--- config.mk ---
export PLATFORM = sky130hd
export DESIGN_NAME = rv_core_top
export DESIGN_NICKNAME = d
export VERILOG_FILES = /design/src/hdl/core_pkg.sv /design/src/hdl/rf_port_if.sv /design/src/hdl/alu.sv /design/src/hdl/core_control.sv /design/src/hdl/decoder.sv /design/src/hdl/imm_generator.sv /design/src/hdl/pc_counter.sv /design/src/hdl/regfile_2r1w.sv /design/src/hdl/rv_core_top.sv
export SDC_FILE = /design/constraint.sdc
export NUM_CORES = 2
export LEC_CHECK = 0
export ABC_AREA = 1
export BUFFER_PORTS_ARGS = -buffer_cell sky130_fd_sc_hd__buf_4
export CAP_MARGIN = 5
export CORE_ASPECT_RATIO = 1.2
export CORE_MARGIN = 5
export CORE_UTILIZATION = 50
export CTS_BUF_LIST = sky130_fd_sc_hd__clkbuf_8
export CTS_CLUSTER_SIZE = 14
export DETAILED_ROUTE_END_ITERATION = 16
export GPL_TIMING_DRIVEN = 1
export PLACE_DENSITY = 0.68
export SKIP_CTS_REPAIR_TIMING = 1
export SLEW_MARGIN = 20
export SYNTH_ARGS = -nofsm -noshare
export SYNTH_HDL_FRONTEND = slang
export SYNTH_SLANG_ARGS = --single-unit
export TNS_END_PERCENT = 5
--- constraint.sdc ---
create_clock -name clk -period 17.41 [get_ports clk]
set_clock_uncertainty 0.1 [all_clocks]
set_input_delay 1.741 -clock clk [delete_from_list [all_inputs] [get_ports clk]]
set_output_delay 1.741 -clock clk [all_outputs]
set_load 0.01 [all_outputs]
--- src/hdl/core_pkg.sv ---
`default_nettype none

package core_pkg;

   localparam int unsigned XLEN = 32;
   localparam logic [XLEN-1:0] RESET_PC = '0;

   typedef enum logic [6:0] {
      I_OP    = 7'b0010011,
      RR_OP   = 7'b0110011,
      LUI_OP  = 7'b0110111,
      AUI_OP  = 7'b0010111,
      B_OP    = 7'b1100011,
      L_OP    = 7'b0000011,
      S_OP    = 7'b0100011,
      JAL_OP  = 7'b1101111,
      JALR_OP = 7'b1100111,
      E_OP    = 7'b1110011
   } opcode_t;

   typedef logic [4:0] reg_t;

   typedef enum logic [2:0] {
      NOP,
      I_FORMAT,
      S_FORMAT,
      B_FORMAT,
      U_FORMAT,
      R_FORMAT
   } format_t;

   // Operation codes are built as {prefix, alternate bit, funct3}.
   localparam logic [1:0] ARITHM_PRFX = 2'b00;
   localparam logic [1:0] BRANCH_PRFX = 2'b01;
   localparam logic [1:0] LOAD_PRFX   = 2'b10;
   localparam logic [1:0] STORE_PRFX  = 2'b11;

   typedef enum logic [5:0] {
      ALU_ADD   = 6'b000000,
      ALU_SLL   = 6'b000001,
      ALU_SLT   = 6'b000010,
      ALU_SLTU  = 6'b000011,
      ALU_XOR   = 6'b000100,
      ALU_SRL   = 6'b000101,
      ALU_OR    = 6'b000110,
      ALU_AND   = 6'b000111,
      ALU_SUB   = 6'b001000,
      ALU_SRA   = 6'b001101,
      ALU_BEQ   = 6'b010000,
      ALU_BNE   = 6'b010001,
      ALU_BLT   = 6'b010100,
      ALU_BGE   = 6'b010101,
      ALU_BLTU  = 6'b010110,
      ALU_BGEU  = 6'b010111,
      ALU_LUI   = 6'b110000,
      ALU_AUIPC = 6'b110001,
      ALU_NOP   = 6'b111111
   } alu_op_t;

   typedef enum logic [4:0] {
      MEM_NOP = 5'b00000,
      MEM_LB  = 5'b10000,
      MEM_LH  = 5'b10001,
      MEM_LW  = 5'b10010,
      MEM_LBU = 5'b10100,
      MEM_LHU = 5'b10101,
      MEM_SB  = 5'b11000,
      MEM_SH  = 5'b11001,
      MEM_SW  = 5'b11010
   } mem_op_t;

   typedef struct packed {
      logic [11:0] imm;
      reg_t        rs1;
      logic [2:0]  funct3;
      reg_t        rd;
      logic [6:0]  opcode;
   } itype_t;

   typedef struct packed {
      logic [6:0] imm_hi;
      reg_t       rs2;
      reg_t       rs1;
      logic [2:0] funct3;
      logic [4:0] imm_lo;
      logic [6:0] opcode;
   } stype_t;

   typedef struct packed {
      logic       imm_12;
      logic [5:0] imm_10_5;
      reg_t       rs2;
      reg_t       rs1;
      logic [2:0] funct3;
      logic [3:0] imm_4_1;
      logic       imm_11;
      logic [6:0] opcode;
   } btype_t;

   typedef struct packed {
      logic [19:0] imm;
      reg_t        rd;
      logic [6:0]  opcode;
   } utype_t;

   typedef struct packed {
      logic [6:0] funct7;
      reg_t       rs2;
      reg_t       rs1;
      logic [2:0] funct3;
      reg_t       rd;
      logic [6:0] opcode;
   } rtype_t;

   typedef union packed {
      itype_t itype;
      stype_t stype;
      btype_t btype;
      utype_t utype;
      rtype_t rtype;
   } instruction_t;

   typedef struct packed {
      logic [XLEN-1:0] instr;
      logic [XLEN-1:0] pc;
      format_t         format;
      alu_op_t         alu_op;
      mem_op_t         mem_op;
      reg_t            rs1;
      reg_t            rs2;
      reg_t            rd;
      logic [XLEN-1:0] rs1_data;
      logic [XLEN-1:0] rs2_data;
      logic [XLEN-1:0] imm;
      logic            is_branch;
      logic            illegal;
   } pipeline_bus_t;

endpackage

`default_nettype wire

--- src/hdl/rf_port_if.sv ---
`timescale 1ns/1ns
`default_nettype none

interface rf_port_if import core_pkg::*; ();

   reg_t            raddr_a;
   reg_t            raddr_b;
   logic [XLEN-1:0] rdata_a;
   logic [XLEN-1:0] rdata_b;
   logic            wen;
   reg_t            waddr;
   logic [XLEN-1:0] wdata;

   modport file (
      input  raddr_a, raddr_b, wen, waddr, wdata,
      output rdata_a, rdata_b
   );

   // Users only see the read side; the write side is driven at the top level.
   modport user (
      output raddr_a, raddr_b,
      input  rdata_a, rdata_b
   );

endinterface

`default_nettype wire

--- src/hdl/alu.sv ---
`timescale 1ns/1ns
`default_nettype none

module alu import core_pkg::*; (
   input  pipeline_bus_t   id_bus_i,
   output logic [XLEN-1:0] result_o,
   output logic            taken_o
);

   logic [XLEN-1:0] op_a;
   logic [XLEN-1:0] op_b;
   logic [4:0]      shamt;

   assign op_a  = id_bus_i.rs1_data;
   assign op_b  = (id_bus_i.format == R_FORMAT) ? id_bus_i.rs2_data : id_bus_i.imm;
   assign shamt = op_b[4:0];

   always_comb begin
      case (id_bus_i.alu_op)
         ALU_ADD:   result_o = op_a + op_b;
         ALU_SUB:   result_o = op_a - op_b;
         ALU_SLL:   result_o = op_a << shamt;
         ALU_SLT:   result_o = {{(XLEN-1){1'b0}}, $signed(op_a) < $signed(op_b)};
         ALU_SLTU:  result_o = {{(XLEN-1){1'b0}}, op_a < op_b};
         ALU_XOR:   result_o = op_a ^ op_b;
         ALU_SRL:   result_o = op_a >> shamt;
         ALU_SRA:   result_o = $unsigned($signed(op_a) >>> shamt);
         ALU_OR:    result_o = op_a | op_b;
         ALU_AND:   result_o = op_a & op_b;
         ALU_LUI:   result_o = id_bus_i.imm;
         ALU_AUIPC: result_o = id_bus_i.pc + id_bus_i.imm;
         default:   result_o = '0;
      endcase
   end

   // Branches always compare the two register operands.
   always_comb begin
      case (id_bus_i.alu_op)
         ALU_BEQ:  taken_o = (id_bus_i.rs1_data == id_bus_i.rs2_data);
         ALU_BNE:  taken_o = (id_bus_i.rs1_data != id_bus_i.rs2_data);
         ALU_BLT:  taken_o = ($signed(id_bus_i.rs1_data) < $signed(id_bus_i.rs2_data));
         ALU_BGE:  taken_o = ($signed(id_bus_i.rs1_data) >= $signed(id_bus_i.rs2_data));
         ALU_BLTU: taken_o = (id_bus_i.rs1_data < id_bus_i.rs2_data);
         ALU_BGEU: taken_o = (id_bus_i.rs1_data >= id_bus_i.rs2_data);
         default:  taken_o = 1'b0;
      endcase
      taken_o = taken_o && id_bus_i.is_branch;
   end

endmodule

`default_nettype wire

--- src/hdl/core_control.sv ---
`timescale 1ns/1ns
`default_nettype none

module core_control import core_pkg::*; (
   input  wire             clk,
   input  wire             rst_n_i,
   input  logic [XLEN-1:0] imem_data_i,
   input  pipeline_bus_t   id_bus_i,
   output logic [XLEN-1:0] instr_o,
   output logic            step_o,
   output logic            rf_wen_o,
   output logic            retire_o,
   output logic            halted_o
);

   typedef enum logic [1:0] {
      FETCH,
      EXEC,
      HALT
   } state_t;

   state_t          state_q;
   logic [XLEN-1:0] instr_q;
   logic            trap;
   logic            writes_rd;

   // Anything the core cannot execute stops it.
   assign trap = id_bus_i.illegal || (id_bus_i.mem_op != MEM_NOP);

   assign writes_rd = (id_bus_i.format == I_FORMAT) || (id_bus_i.format == U_FORMAT) ||
                      (id_bus_i.format == R_FORMAT);

   always_ff @(posedge clk) begin
      if (!rst_n_i) begin
         state_q <= FETCH;
      end else begin
         case (state_q)
            FETCH:   state_q <= EXEC;
            EXEC:    state_q <= trap ? HALT : FETCH;
            default: state_q <= HALT;
         endcase
      end
   end

   always_ff @(posedge clk) begin
      if (state_q == FETCH) begin
         instr_q <= imem_data_i;
      end
   end

   assign instr_o  = instr_q;
   assign retire_o = (state_q == EXEC);
   assign step_o   = retire_o && !trap;
   assign rf_wen_o = step_o && writes_rd;
   assign halted_o = (state_q == HALT);

   a_no_step_when_halted: assert property (@(posedge clk) disable iff (!rst_n_i)
      !(step_o && halted_o))
      else $error("Step issued while halted.");

   a_retire_single: assert property (@(posedge clk) disable iff (!rst_n_i)
      retire_o |=> !retire_o)
      else $error("Retire strobe held for two cycles.");

endmodule

`default_nettype wire

--- src/hdl/decoder.sv ---
`timescale 1ns/1ns
`default_nettype none

module decoder import core_pkg::*; (
   input  wire             clk,
   input  wire             rst_n_i,
   input  logic [XLEN-1:0] instruction_i,
   input  logic [XLEN-1:0] pc_i,
   rf_port_if.user         rf,
   output pipeline_bus_t   id_bus_o
);

   instruction_t    instr;
   opcode_t         opcode;
   format_t         fmt;
   alu_op_t         alu_op;
   mem_op_t         mem_op;
   reg_t            rs1;
   reg_t            rs2;
   reg_t            rd;
   logic            is_branch;
   logic            illegal;
   logic [XLEN-1:0] imm;

   assign instr  = instruction_t'(instruction_i);
   assign opcode = opcode_t'(instr.rtype.opcode);

   imm_generator im_gen (
      .instr_i  (instruction_i),
      .format_i (fmt),
      .imm_o    (imm)
   );

   always_comb begin
      fmt       = NOP;
      alu_op    = ALU_NOP;
      mem_op    = MEM_NOP;
      rs1       = '0;
      rs2       = '0;
      rd        = '0;
      is_branch = 1'b0;
      illegal   = 1'b0;
      case (opcode)
         I_OP: begin
            fmt = I_FORMAT;
            rs1 = instr.itype.rs1;
            rd  = instr.itype.rd;
            // The canonical NOP is ADDI x0, x0, 0.
            if (instr.itype.rs1 == '0 && instr.itype.rd == '0 && instr.itype.imm == '0) begin
               alu_op = ALU_NOP;
            end else begin
               alu_op = alu_op_t'({ARITHM_PRFX,
                                   instr.itype.imm[10] && (instr.itype.funct3 == 3'b101),
                                   instr.itype.funct3});
            end
         end
         RR_OP: begin
            fmt    = R_FORMAT;
            rs1    = instr.rtype.rs1;
            rs2    = instr.rtype.rs2;
            rd     = instr.rtype.rd;
            alu_op = alu_op_t'({ARITHM_PRFX,
                                instr.rtype.funct7[5] && (instr.rtype.funct3 == 3'b000 ||
                                                          instr.rtype.funct3 == 3'b101),
                                instr.rtype.funct3});
         end
         LUI_OP: begin
            fmt    = U_FORMAT;
            rd     = instr.utype.rd;
            alu_op = ALU_LUI;
         end
         AUI_OP: begin
            fmt    = U_FORMAT;
            rd     = instr.utype.rd;
            alu_op = ALU_AUIPC;
         end
         B_OP: begin
            fmt       = B_FORMAT;
            rs1       = instr.btype.rs1;
            rs2       = instr.btype.rs2;
            is_branch = 1'b1;
            alu_op    = alu_op_t'({BRANCH_PRFX, 1'b0, instr.btype.funct3});
            // funct3 values 010 and 011 are not branch conditions.
            illegal   = (instr.btype.funct3[2:1] == 2'b01);
         end
         L_OP: begin
            fmt    = I_FORMAT;
            rs1    = instr.itype.rs1;
            rd     = instr.itype.rd;
            mem_op = mem_op_t'({LOAD_PRFX, instr.itype.funct3});
         end
         S_OP: begin
            fmt    = S_FORMAT;
            rs1    = instr.stype.rs1;
            rs2    = instr.stype.rs2;
            mem_op = mem_op_t'({STORE_PRFX, instr.stype.funct3});
         end
         default: begin
            illegal = 1'b1;
         end
      endcase
   end

   assign rf.raddr_a = rs1;
   assign rf.raddr_b = rs2;

   always_comb begin
      id_bus_o.instr     = instruction_i;
      id_bus_o.pc        = pc_i;
      id_bus_o.format    = fmt;
      id_bus_o.alu_op    = alu_op;
      id_bus_o.mem_op    = mem_op;
      id_bus_o.rs1       = rs1;
      id_bus_o.rs2       = rs2;
      id_bus_o.rd        = rd;
      id_bus_o.rs1_data  = rf.rdata_a;
      id_bus_o.rs2_data  = rf.rdata_b;
      id_bus_o.imm       = imm;
      id_bus_o.is_branch = is_branch;
      id_bus_o.illegal   = illegal;
   end

   // Once reset is released the instruction register always holds a fetched word.
   a_instr_known: assert property (@(posedge clk) disable iff (!rst_n_i)
      !$isunknown(instruction_i))
      else $error("Decoder received an unknown instruction word.");

endmodule

`default_nettype wire

--- src/hdl/imm_generator.sv ---
`timescale 1ns/1ns
`default_nettype none

module imm_generator import core_pkg::*; (
   input  logic [XLEN-1:0] instr_i,
   input  format_t         format_i,
   output logic [XLEN-1:0] imm_o
);

   instruction_t instr;

   assign instr = instruction_t'(instr_i);

   always_comb begin
      case (format_i)
         I_FORMAT: imm_o = {{20{instr.itype.imm[11]}}, instr.itype.imm};
         S_FORMAT: imm_o = {{20{instr.stype.imm_hi[6]}}, instr.stype.imm_hi, instr.stype.imm_lo};
         // Branch offsets are in half words, so bit zero is always clear.
         B_FORMAT: imm_o = {{19{instr.btype.imm_12}}, instr.btype.imm_12, instr.btype.imm_11,
                            instr.btype.imm_10_5, instr.btype.imm_4_1, 1'b0};
         U_FORMAT: imm_o = {instr.utype.imm, 12'b0};
         default:  imm_o = '0;
      endcase
   end

endmodule

`default_nettype wire

--- src/hdl/pc_counter.sv ---
`timescale 1ns/1ns
`default_nettype none

module pc_counter import core_pkg::*; (
   input  wire             clk,
   input  wire             rst_n_i,
   input  logic            step_i,
   input  logic            take_i,
   input  logic [XLEN-1:0] imm_i,
   output logic [XLEN-1:0] pc_o
);

   logic [XLEN-1:0] pc_q;

   always_ff @(posedge clk) begin
      if (!rst_n_i) begin
         pc_q <= RESET_PC;
      end else if (step_i) begin
         if (take_i) begin
            pc_q <= pc_q + imm_i;
         end else begin
            pc_q <= pc_q + XLEN'(4);
         end
      end
   end

   assign pc_o = pc_q;

   // A branch offset from the decoder could break alignment.
   a_pc_aligned: assert property (@(posedge clk) disable iff (!rst_n_i) pc_o[1:0] == 2'b00)
      else $error("Program counter is not word aligned.");

endmodule

`default_nettype wire

--- src/hdl/regfile_2r1w.sv ---
`timescale 1ns/1ns
`default_nettype none

module regfile_2r1w import core_pkg::*; (
   input wire      clk,
   rf_port_if.file rf
);

   // Register x0 has no storage and always reads as zero.
   logic [XLEN-1:0] regs [1:31];

   always_ff @(posedge clk) begin
      if (rf.wen && (rf.waddr != '0)) begin
         regs[rf.waddr] <= rf.wdata;
      end
   end

   always_comb begin
      rf.rdata_a = '0;
      rf.rdata_b = '0;
      if (rf.raddr_a != '0) begin
         rf.rdata_a = regs[rf.raddr_a];
      end
      if (rf.raddr_b != '0) begin
         rf.rdata_b = regs[rf.raddr_b];
      end
   end

   // The write strobe and the address come from different blocks.
   a_waddr_known: assert property (@(posedge clk) rf.wen |-> !$isunknown(rf.waddr))
      else $error("Register write with unknown address.");

endmodule

`default_nettype wire

--- src/hdl/rv_core_top.sv ---
`timescale 1ns/1ns
`default_nettype none

module rv_core_top import core_pkg::*; (
   input  wire             clk,
   input  wire             rst_n_i,
   input  logic [XLEN-1:0] imem_data_i,
   output logic [XLEN-1:0] imem_addr_o,
   output logic            retire_o,
   output logic [XLEN-1:0] retire_pc_o,
   output logic            wb_en_o,
   output reg_t            wb_addr_o,
   output logic [XLEN-1:0] wb_data_o,
   output logic            halted_o
);

   pipeline_bus_t   id_bus;
   logic [XLEN-1:0] instr;
   logic [XLEN-1:0] pc;
   logic [XLEN-1:0] alu_result;
   logic            step;
   logic            rf_wen;
   logic            take;

   rf_port_if rf_port ();

   core_control ctrl_i (
      .clk         (clk),
      .rst_n_i     (rst_n_i),
      .imem_data_i (imem_data_i),
      .id_bus_i    (id_bus),
      .instr_o     (instr),
      .step_o      (step),
      .rf_wen_o    (rf_wen),
      .retire_o    (retire_o),
      .halted_o    (halted_o)
   );

   pc_counter pc_i (
      .clk     (clk),
      .rst_n_i (rst_n_i),
      .step_i  (step),
      .take_i  (take),
      .imm_i   (id_bus.imm),
      .pc_o    (pc)
   );

   decoder dec_i (
      .clk           (clk),
      .rst_n_i       (rst_n_i),
      .instruction_i (instr),
      .pc_i          (pc),
      .rf            (rf_port),
      .id_bus_o      (id_bus)
   );

   regfile_2r1w rf_i (
      .clk (clk),
      .rf  (rf_port)
   );

   alu alu_i (
      .id_bus_i (id_bus),
      .result_o (alu_result),
      .taken_o  (take)
   );

   // The write port closes the loop from the ALU back into the file.
   assign rf_port.wen   = rf_wen;
   assign rf_port.waddr = id_bus.rd;
   assign rf_port.wdata = alu_result;

   assign imem_addr_o = pc;
   assign retire_pc_o = pc;
   assign wb_en_o     = rf_wen;
   assign wb_addr_o   = id_bus.rd;
   assign wb_data_o   = alu_result;

endmodule

`default_nettype wire

Yosys cells after proc, flatten, opt, wreduce, memory -nomap -nowiden

Memories as Yosys holds them, arrays and structs flattened.
Cells that the tools add are included.
W data, S select, Z words.

Eq/ne operators: 35
Reductions and logical operators: 29
Magnitude comparators: 6
$add $sub $neg: 4
Shifts and indexed selects: 3
Bitwise gates (word level): 3
Multiplexer cells: 20

Operators with widths:

| operator                | number |
|---|---|
| $pmux W32 S12           | 1 |
| $lt A32 B32 Y1          | 4 |
| $mux W32                | 4 |
| $pmux W32 S4            | 1 |
| $add A32 B32 Y32        | 2 |
| $ge A32 B32 Y1          | 2 |
| $eq A6 B5 Y1 const B    | 6 |
| $add A32 B3 Y32 const B | 1 |
| $and A32 B32 Y32        | 1 |
| $eq A32 B32 Y1          | 1 |
| $ne A32 B32 Y1          | 1 |
| $or A32 B32 Y32         | 1 |
| $shl A32 B5 Y32         | 1 |
| $shr A32 B5 Y32         | 1 |
| $sshr A32 B5 Y32        | 1 |
| $sub A32 B32 Y32        | 1 |
| $xor A32 B32 Y32        | 1 |
| $pmux W6 S5             | 1 |
| $eq A6 B3 Y1 const B    | 4 |
| $eq A7 B6 Y1 const B    | 3 |
| $reduce_bool A5 Y1      | 4 |
| $mux W5                 | 3 |
| $pmux W3 S5             | 1 |
| $eq A7 B5 Y1 const B    | 2 |
| 30 further kinds        | 52 |

Bits of input ports: 34
Output and inout bits: 104
Register bits after elaboration: 66
Bits in writable memories: 992
Memories: 1
Word-level logic and storage cells: 104

Memory list:

| name      | depth | bits a word | rd ports | clocked after Yosys merged registers in | write ports | line               | source |
|---|---|---|---|---|---|---|---|
| rf_i.regs | 31    | 32          | 2        | 0                                       | 1           | regfile_2r1w.sv:10 | `logic [XLEN-1:0] regs [1:31];` |

Depth between registers and ports, before layout

Word-level depth: 10
Mapped depth: 40

Modules after synthesis

A second synthesis with hierarchy kept.

Cell total of the unflattened synthesis: 9831
Area, all modules: 71516.1 um^2

By module, submodules not included:

| module        | area each (um^2) | seq. area each (um^2) | cells an instance | times used |
|---|---|---|---|---|
| regfile_2r1w  | 50773.7          | 29788.6               | 6042              | 1 |
| alu           | 12974.9          | 0.0                   | 2566              | 1 |
| pc_counter    | 4276.6           | 640.6                 | 756               | 1 |
| decoder       | 1615.3           | 0.0                   | 261               | 1 |
| core_control  | 1079.8           | 1001.0                | 50                | 1 |
| imm_generator | 555.5            | 0.0                   | 124               | 1 |
| rv_core_top   | 240.2            | 0.0                   | 32                | 1 |

Worst setup path after synthesis

No wires, ideal clock.

Kind: reg-to-output
From: reg ctrl_i.instr_q[6] (netlist: ctrl_i.instr_o[6])
To: out wb_data_o[31]
Path slack: 10.342 ns
Buffers on the path: 4
Data required time: 15.569 ns
Cell stages (with the launch flop): 35
Arrival time: 5.227 ns
Path through: edfxtp_1 > inv_1 > nand3_1 > a21oi_2 > nand2_1 > buf_2 > buf_2 > buf_2 > o21ai_0 > a21oi_1 > or2_2 > a31o_2 > o311ai_0 > o221ai_1 > nand2_1 > nand3_1 > nand2_1 > o21ai_0 > inv_1 > ha_1 > clkbuf_1 > nor2_1 > inv_1 > nor4_1 > nand3_1 > nand3_1 > nand3_1 > o211ai_1 > a21oi_1 > o21ai_0 > nand2_1 > nand2_1 > nand2_1 > nor2_1 > nand4_1

Cells in the longest elaborated chain, start to end: 8
Elaborated cells on any way between the ends: 49
Classes of those cells: 3 x add/sub; 23 x eq/ne; 3 x shift; 9 x mux; 3 x bitwise; 7 x reduce/logical; 1 x memory

RTL lines:

| element                                                                      | line                                    | source |
|---|---|---|
| start: declaration                                                           | core_control.sv:23                      | `logic [XLEN-1:0] instr_q;` |
| start signal: assignment                                                     | core_control.sv:47                      | `instr_q <= imem_data_i;` |
| $eq A7 B6 Y1, or another cell as far along                                   | decoder.sv:43                           | `case (opcode)` |
| $reduce_or A3 Y1 (no source line) / $reduce_or A2 Y1 (equally long branches) | n/a                                     |  |
| $mux W5 / $pmux W3 S5 (equally long branches)                                | decoder.sv:43                           |  |
| $mem_v2 Z31 W32, or another cell as far along                                | n/a                                     |  |
| $mux W32 / $pmux W32 S4 (equally long branches)                              | regfile_2r1w.sv:24, imm_generator.sv:15 |  |
| $mux W32                                                                     | alu.sv:15                               | `assign op_b = (id_bus_i.format == R_FORMAT) ? id_bus_i.rs2_data : id_bus_i.imm;` |
| $sub A32 B32 Y32, or another cell as far along                               | alu.sv:21                               | `ALU_SUB: result_o = op_a - op_b;` |
| $pmux W32 S12 (*)                                                            | alu.sv:19                               | `case (id_bus_i.alu_op)` |
| end: declaration                                                             | rv_core_top.sv:13                       | `output logic [XLEN-1:0] wb_data_o,` |

Every way passes the cells marked *; elsewhere a longest branch is shown, timed or not.

Worst setup path after layout

From: reg ctrl_i.instr_q[2] (netlist: ctrl_i.instr_o[2])
To: out wb_data_o[27]

The elaborated chain is that of the path after synthesis.

==> results.ini <==
[status]
status = finished with violations
violations = design-rule violations

[die]
io_pins = 138
die_h_um = 405.7
dieArea_um2 = 137900
core_um2 = 129900
die_w_um = 339.8
start_util_pct = 50.23
rows = 145

[finish]
syn_to_final_growth_pct = 7.865
n_fill_cell = 11980
num-nets-final = 8121
drive_gt1_share_pct = 8.243
finish.utilization_pct = 54.18

[synth]
ys_warn_count = 0
synthArstFlopShare_pct = 0
yosysTopAreaCellShare_pct = 47.12
synth_most_common_cell = nand2_1
ys_top_cells_by_count = nand2_1, nand3_1, edfxtp_1, a21oi_1, inv_1
netlist_instances = 8046
synth.net_count = 8247
syn_area_um2 = 65250
synth_seq_area_share_pct = 48.17
synth_top_flop_cell = edfxtp_1
synth_edf_count = 1024
synth-seq-cells = 1058
yosysTopAreaCell = edfxtp_1
synth.distinct_cells = 61
avgSynthCellArea_um2 = 8.110
post_synth_main_area_contributors = edfxtp_1, nand2_1, nand3_1

[worst_setup_path]
slowest_delay_ns = 0.75
path_class = flip-flop to output port
critPathCaptureType = output port
cp-start-kind = flip-flop
cp_slowest_cell = inv_4
worstPathRequired_ns = 15.57
crit_top_cell = nand3_1
crit_arrival_ns = 10.24
crit_buf_inv = 8
cp_top_family = simple AND/OR/NAND/NOR gates
path_max_fanout = 147

[sta]
whs_ns = 0.4336
setup_viol = 0
fin_crit_ns = 12.08
finalWorstSetupSlack_ns = 5.325
relSlewSlack_pct = 19.62
hold_viol = 0
fmax_mhz = 82.75
worst-slew-pin-transition_ns = 1.203
setup-tns-final_ns = 0
slew_violations = 0
rsz0062_at_grt = no
period_share_pct = 69.41

[clocking]
cts_buffers = 171
clock_path_buffers = 3
clk_latency_ns = 0.93
clk_pin_slew_ns = 0.07
clock-sinks = 1058
root_buffer = clkbuf_8
htree_levels = 4
cts_tree = done

[routing]
first_pass_iters = 14
antenna_left = 0
via_per_inst = 6.610
wire_per_inst_um = 29.08
drt_iter0_drc = 9234
vias = 64440
post-route-drc-count = 2
wirelength_um = 283400

[power]
p_per_area_nw_per_um2 = 80.84
total_power_mw = 5.690
vdd_ir_drop_max_mv = 0.08033
p_leak_nw = 30.29

[global_route]
grt_pass1_vias = 60750
grt_max_degree = 148
overflow = 0
grt_pass1_wl_um = 402700
grt_usage_pct = 39.50
antenna_found_initial = 3

[placement]
gp_congestion = 1.054
dp_hpwl_um = 174600
place_worst_setup_slack_ns = 6.637
port_buffers = 137

[hold_path]
hold_class = flip-flop to flip-flop

[job]
drv_cap = 0

==> where the power goes <==
part	total (mW)	switching, mW	leakage, nW	internal [mW]
sequential	2.79	0.0203	7.51	2.77
clock	2.10	1.07	1.78	1.04
combinational	0.803	0.607	21.0	0.195
==> flip-flops by register name (all words and copies together) (netlist names) <==
register        cells
ctrl_i.instr_o     32
pc_i.pc_o          32
ctrl_i.state_q      2
rf_i.regs         992
==> area by class of cell <==
type	count	area, µm²	area share [%]
Antenna cell	3	7.507	0.01067
Clock buffer	177	2436	3.461
Clock inverter	131	752.0	1.068
Inverter	461	1748	2.483
Multi-Input combinational cell	5926	29550	41.99
Sequential cell	1058	31430	44.65
Tap cell	1690	2115	3.004
Timing Repair Buffer	302	2342	3.328
==> cell families (layout without fill, tap and decap cells) <==
| group | count (synthesis) | count (layout) | synth area share (%) |
|---|---|---|---|
| adder cells (fa/ha/maj) | 167 | 167 | 3.237 |
| XOR/XNOR | 64 | 64 | 0.8590 |
| AO/OA/AOI/OAI | 1204 | 1204 | 11.36 |
| flip-flops | 1058 | 1058 | 48.17 |
| other | 0 | 3 | 0 |
| buffers and inverters | 1062 | 1071 | 7.121 |
| AND/OR/NAND/NOR | 4491 | 4491 | 29.25 |
==> layer usage <==
metal / track usage [%] / vias to the layer above / wire [µm]
met5: 0 / - / 13
met4: 28.15 / 2 / 24040
met3: 10.80 / 1288 / 37380
met2: 61.32 / 5142 / 124000
met1: 47.67 / 30330 / 98000
li1: - / 27670 / -
==> path summary, 6_finish.rpt <==
| check | from | end | slack (ns) | cells after the start |
|---|---|---|---|---|
| setup / recovery | ctrl_i.instr_o[2]$_DFFE_PN_ | wb_data_o[27] | 5.33 | 34 |
| hold / removal | ctrl_i.state_q[0]$_SDFF_PN0_ | ctrl_i.state_q[0]$_SDFF_PN0_ | 0.43 | 1 |
| setup reg to reg | ctrl_i.instr_o[6]$_DFFE_PN_ | pc_i.pc_o[30]$_SDFFE_PN0P_ | 7.00 | 31 |
| hold reg to reg | ctrl_i.state_q[0]$_SDFF_PN0_ | ctrl_i.state_q[0]$_SDFF_PN0_ | 0.43 | 1 |
==> stage by stage <==
| step | area [µm²] | cells |
|---|---|---|
| after floorplan | 65250 | 8046 |
| after global placement | 67180 | 9437 |
| after detailed placement | 67180 | 9437 |
| after CTS | 70370 | 9745 |
| after global routing | 70380 | 9746 |
| final | 70390 | 9748 |
==> worst register-to-register path: cells and delay by family (launching register included) <==
family,cells,cell delay [ns]
flops,1,0.45
fa+ha+maj,1,0.41
compound gates,9,2.46
simple gates,14,3.89
buf+inv,7,2.89
==> cells in the final DEF, fill, tap and decap left out, types with 9 or more instances in the layout <==
cell type and n:
a21oi_1 517, a221oi_1 86, a22oi_1 15, a31o_2 12, a31oi_1 41, a32o_1 14, a32oi_1 34, buf_4 296
clkbuf_8 177, clkinv_1 52, clkinv_2 23, dfxtp_1 34, edfxtp_1 1024, ha_1 164, inv_1 469, inv_2 26
nand2_1 2596, nand2_2 9, nand3_1 1421, nand3b_1 25, nand4_1 36, nor2_1 255, nor2_2 12, nor2_4 45
nor3_1 40, nor4_1 14, o2111ai_1 20, o211ai_1 68, o21ai_0 219, o21ai_1 22, o221ai_1 29, o22ai_1 27
o311ai_0 41, or2_2 22, xnor2_1 17, xor2_1 47
No activity file was read; power rests on OpenSTA's default activity.
